File: config.mk
export PLATFORM = sky130hd
export DESIGN_NAME = controlUnit
export DESIGN_NICKNAME = d
export VERILOG_FILES = /design/src/cpuPkg.sv /design/src/controlUnit.sv
export SDC_FILE = /design/constraint.sdc
export NUM_CORES = 1
export LEC_CHECK = 0
export ABC_AREA = 1
export BUFFER_PORTS_ARGS = -buffer_cell sky130_fd_sc_hd__buf_4
export CAP_MARGIN = 20
export CELL_PAD_IN_SITES_DETAIL_PLACEMENT = 0
export CELL_PAD_IN_SITES_GLOBAL_PLACEMENT = 1
export CORE_AREA = 5 5 42 44
export DETAILED_ROUTE_END_ITERATION = 10
export DIE_AREA = 0 0 47 49
export PLACE_DENSITY = 0.82
export SYNTH_ARGS = -nofsm -noshare
export SYNTH_HDL_FRONTEND = slang
export SYNTH_SLANG_ARGS = --single-unit
File: constraint.sdc
create_clock -name vclk -period 1.4
set_input_delay 0.28 -clock vclk [all_inputs]
set_output_delay 0.28 -clock vclk [all_outputs]
set_load 0.02 [all_outputs]
File: src/cpuPkg.sv
`default_nettype none

package cpuPkg;

    typedef logic [15:0] wordT;
    typedef logic [1:0] regAddrT;

    // Major opcode in instruction bits 15:12.
    typedef enum logic [3:0] {
        BNE   = 4'd0,
        BEQ   = 4'd1,
        BGZ   = 4'd2,
        BLZ   = 4'd3,
        ADI   = 4'd4,
        ORI   = 4'd5,
        LHI   = 4'd6,
        LWD   = 4'd7,
        SWD   = 4'd8,
        JMP   = 4'd9,
        JAL   = 4'd10,
        RTYPE = 4'd15
    } opcodeT;

    // Function field in bits 5:0, only meaningful for RTYPE.
    typedef enum logic [5:0] {
        ADD = 6'd0,
        SUB = 6'd1,
        AND = 6'd2,
        ORR = 6'd3,
        NOT = 6'd4,
        TCP = 6'd5,
        SHL = 6'd6,
        SHR = 6'd7,
        JPR = 6'd25,
        JRL = 6'd26,
        HLT = 6'd29
    } funcT;

    typedef enum logic [3:0] {
        aluAdd,
        aluSub,
        aluAnd,
        aluOr,
        aluNot,
        aluTcp,
        aluShl,
        aluShr,
        aluPassB
    } aluOpT;

    typedef enum logic [2:0] {
        brNone,
        brNotEqual,
        brEqual,
        brGreaterZero,
        brLessZero
    } branchCondT;

    // JAL and JRL leave the return address here.
    localparam regAddrT linkReg = 2'd2;

endpackage

`default_nettype wire
File: src/controlUnit.sv
`default_nettype none

module controlUnit import cpuPkg::*; (
    input  wire opcodeT opcode,
    input  wire funcT   func,
    output logic        jump,
    output branchCondT  branchCond,
    output logic        memToReg,
    output logic        memRead,
    output logic        memWrite,
    output logic        regDst,
    output logic        regWrite,
    output aluOpT       aluOp,
    output logic        aluSrc,
    output logic        linkPc,
    output logic        jumpReg,
    output logic        loadHigh,
    output logic        halt
);

    always_comb begin
        // Anything not listed below falls through as a no-op.
        jump       = 1'b0;
        branchCond = brNone;
        memToReg   = 1'b0;
        memRead    = 1'b0;
        memWrite   = 1'b0;
        regDst     = 1'b0;
        regWrite   = 1'b0;
        aluOp      = aluAdd;
        aluSrc     = 1'b0;
        linkPc     = 1'b0;
        jumpReg    = 1'b0;
        loadHigh   = 1'b0;
        halt       = 1'b0;
        case (opcode)
            BNE: begin
                branchCond = brNotEqual;
                aluSrc     = 1'b1;
            end
            BEQ: begin
                branchCond = brEqual;
                aluSrc     = 1'b1;
            end
            BGZ: begin
                branchCond = brGreaterZero;
                aluSrc     = 1'b1;
            end
            BLZ: begin
                branchCond = brLessZero;
                aluSrc     = 1'b1;
            end
            ADI: begin
                regWrite = 1'b1;
                aluSrc   = 1'b1;
            end
            ORI: begin
                regWrite = 1'b1;
                aluSrc   = 1'b1;
                aluOp    = aluOr;
            end
            LHI: begin
                regWrite = 1'b1;
                loadHigh = 1'b1;
                aluSrc   = 1'b1;
                aluOp    = aluPassB;
            end
            LWD: begin
                memRead  = 1'b1;
                memToReg = 1'b1;
                regWrite = 1'b1;
                aluSrc   = 1'b1;
            end
            SWD: begin
                memWrite = 1'b1;
                aluSrc   = 1'b1;
            end
            JMP: jump = 1'b1;
            JAL: begin
                jump     = 1'b1;
                linkPc   = 1'b1;
                regWrite = 1'b1;
            end
            RTYPE: begin
                case (func)
                    ADD, SUB, AND, ORR, NOT, TCP, SHL, SHR: begin
                        regWrite = 1'b1;
                        regDst   = 1'b1;
                    end
                    JPR: jumpReg = 1'b1;
                    JRL: begin
                        jumpReg  = 1'b1;
                        linkPc   = 1'b1;
                        regWrite = 1'b1;
                    end
                    HLT: halt = 1'b1;
                    default: ;
                endcase
                case (func)
                    SUB:     aluOp = aluSub;
                    AND:     aluOp = aluAnd;
                    ORR:     aluOp = aluOr;
                    NOT:     aluOp = aluNot;
                    TCP:     aluOp = aluTcp;
                    SHL:     aluOp = aluShl;
                    SHR:     aluOp = aluShr;
                    default: aluOp = aluAdd;
                endcase
            end
            default: ;
        endcase
    end

endmodule

`default_nettype wire

==> metrics.txt <==
most common cell in the synthesized netlist nor2_1; DR iter-0 viols 1; leading area contributor after synthesis nor2_1; Hold Crit Start func[0]; Wirelength per Cell slightly below 9 um; Synth Net Count between 60 and 70; critical path's largest stage delay about 290 ps; critical-path cell list buf_4 -> or2_2 -> o21ai_0 -> buf_4; multi-input logic area roughly 190 um2; Max Clock Freq ~760 MHz; worst rel slew slack 0.870; total gr overflow 0; min-delay worst type input pin to output port; kind of cell adding the most delay to the critical path buffers and inverters; Die Area roughly 2300 um2; die height between 40 and 50 um; Pwr Total ~0.12 mW; via count 397; initial antenna violation count 0; Initial Util 0.169; io pins 28; diodes inserted 0; CP endpoint kind output port; synth top area cells nor2_1 25%, inv_1 17%, nand2_1 16%, nand3_1 11%, nor2_4 4.8%; global router's overall resource usage 0.0779; P_leak around 0.29 nW; most frequent cells after synthesis 16 x nor2_1, 11 x inv_1, 10 x nand2_1; PD cells between 200 and 250 nW/um2; clock buffers 0; pre-CTS worst setup slack ~76 ps; top cell type's share of synthesized area 0.254; fin crit share 0.936; final WL a little under 900 um; Port Buf Inserts 28; DIE WIDTH about 47 um; number of global-route vias before repair 355; FFs & Latches 0; drt pass-1 iters 2; Area growth syn-to-layout 103%; Max Fanout on Critical Path 7; setup repair after global routing missed its margin no; worst path buffer plus inverter count 2; placed cells 97; Final Critical Period between 1000 and 1500 ps; largest net degree at the start of global routing 8; Mapped Cells between 50 and 60; Worst-Margin Slew slightly below 200 ps; Post-Syn Area 236 um2; antenna viol nets, final 0; layout cells sized above 1 0.439; post-synthesis sequential area ratio 0; Std-Cell Rows 14; core area ~1400 um2; final setup margin about 90 ps; Hold Crit Depth 4; yosys warns 0; Finished Layout Cells approximately 100; VDD IR max between 0.06 and 0.07 mV; Post-CTS Hold Fix Bufs 0; Reg area 0 um2; first-pass GRT wire length between 1 and 1.5 mm; drt via density roughly 4.1; average size of a mapped cell ~4.5 um2; dpl hpwl between 800 and 900 um; DRC errors left 0; Cell variety after synth 13; Most Frequent Cell on Critical Path buf_4; critical path required time roughly 1100 ps; status completed; Hold Path Sink aluOp[0]; worst path arrival time around 1000 ps; fin nets 94; Slew Viols, Final 0; fill count 170; Final GP Congestion 0.741; setup tns final 0 ps; critical path class input pin to output port; Final Hold Viols 0; Setup Viol. Count Final 0; max-cap violations 0; CP startpoint kind input pin; CP max stage cell or2_2
stage by stage:
stage / util / area (um2) / hold slack [ps]
finish: 0.343 / 480 / 876
floorplan: - / 236 / 640
CTS: 0.333 / 467 / 881
global route: 0.343 / 480 / 894
global placement: 0.333 / 467 / 876
detailed placement: 0.333 / 467 / 879
area by class of cell:
class              count  share of cell area
repair buffers        30               0.477
multi-input cells     41               0.396
inverters             11              0.0859
well taps             16              0.0417
layer usage:
metal / part of all wire / GRT usage / vias up
met2: 0.45 / 0.127 / 20
met4: 0 / 0 / 0
li1: - / - / 217
met5: 0 / 0 / -
met1: 0.41 / 0.107 / 160
met3: 0.14 / 0.0221 / 0
what timing repair did:
action,in CTS,in global routing
endpoints found under the hold margin,0,0
setup buffers,0,1
endpoints found under the setup margin,0,3
resized for setup,0,3
tightest hold or removal path: cells and delay by family:
kind                   cells  cell delay, ps
buffers and inverters      2             200
AND/OR/NAND/NOR            2             110
cells by family (layout without fill, tap and decap cells):
kind of cell           count (synthesis)  count (layout)  share of synthesized area
and+or+nand+nor                       38              38                      0.714
buffers and inverters                 12              41                      0.206
AOI/OAI and AO/OA                      3               3                     0.0794
worst max path at each step:
| stage | startpoint | end | slack, ps | cells past startpoint |
|---|---|---|---|---|
| 6_report | opcode[0] | aluSrc | 90 | 4 |
| 5_1_grt | opcode[0] | aluOp[0] | 2 | 8 |
| 4_1_cts | opcode[0] | jumpReg | 70 | 6 |
| 3_5_place_dp | opcode[0] | jumpReg | 80 | 6 |
| 3_3_place_gp | opcode[0] | jumpReg | 70 | 6 |
| 2_1_floorplan | opcode[1] | aluSrc | 50 | 2 |
layout by cell type (no fill, tap or decap):
master / count
inv_1: 11
buf_6: 1
o21ai_2: 1
buf_4: 29
nor3_1: 2
o21ai_0: 1
or2_2: 1
nor2_4: 1
nand2_1: 9
o21ai_1: 1
nand2_2: 2
nor2_1: 16
nand4_1: 1
nor2_2: 1
nand3_1: 5
power by group:
group          internal [mW]  switching (mW)
logic                 0.0522          0.0651
clock network              0               0
registers                  0               0
total                 0.0522          0.0651
(Power assumes the default switching activity.)
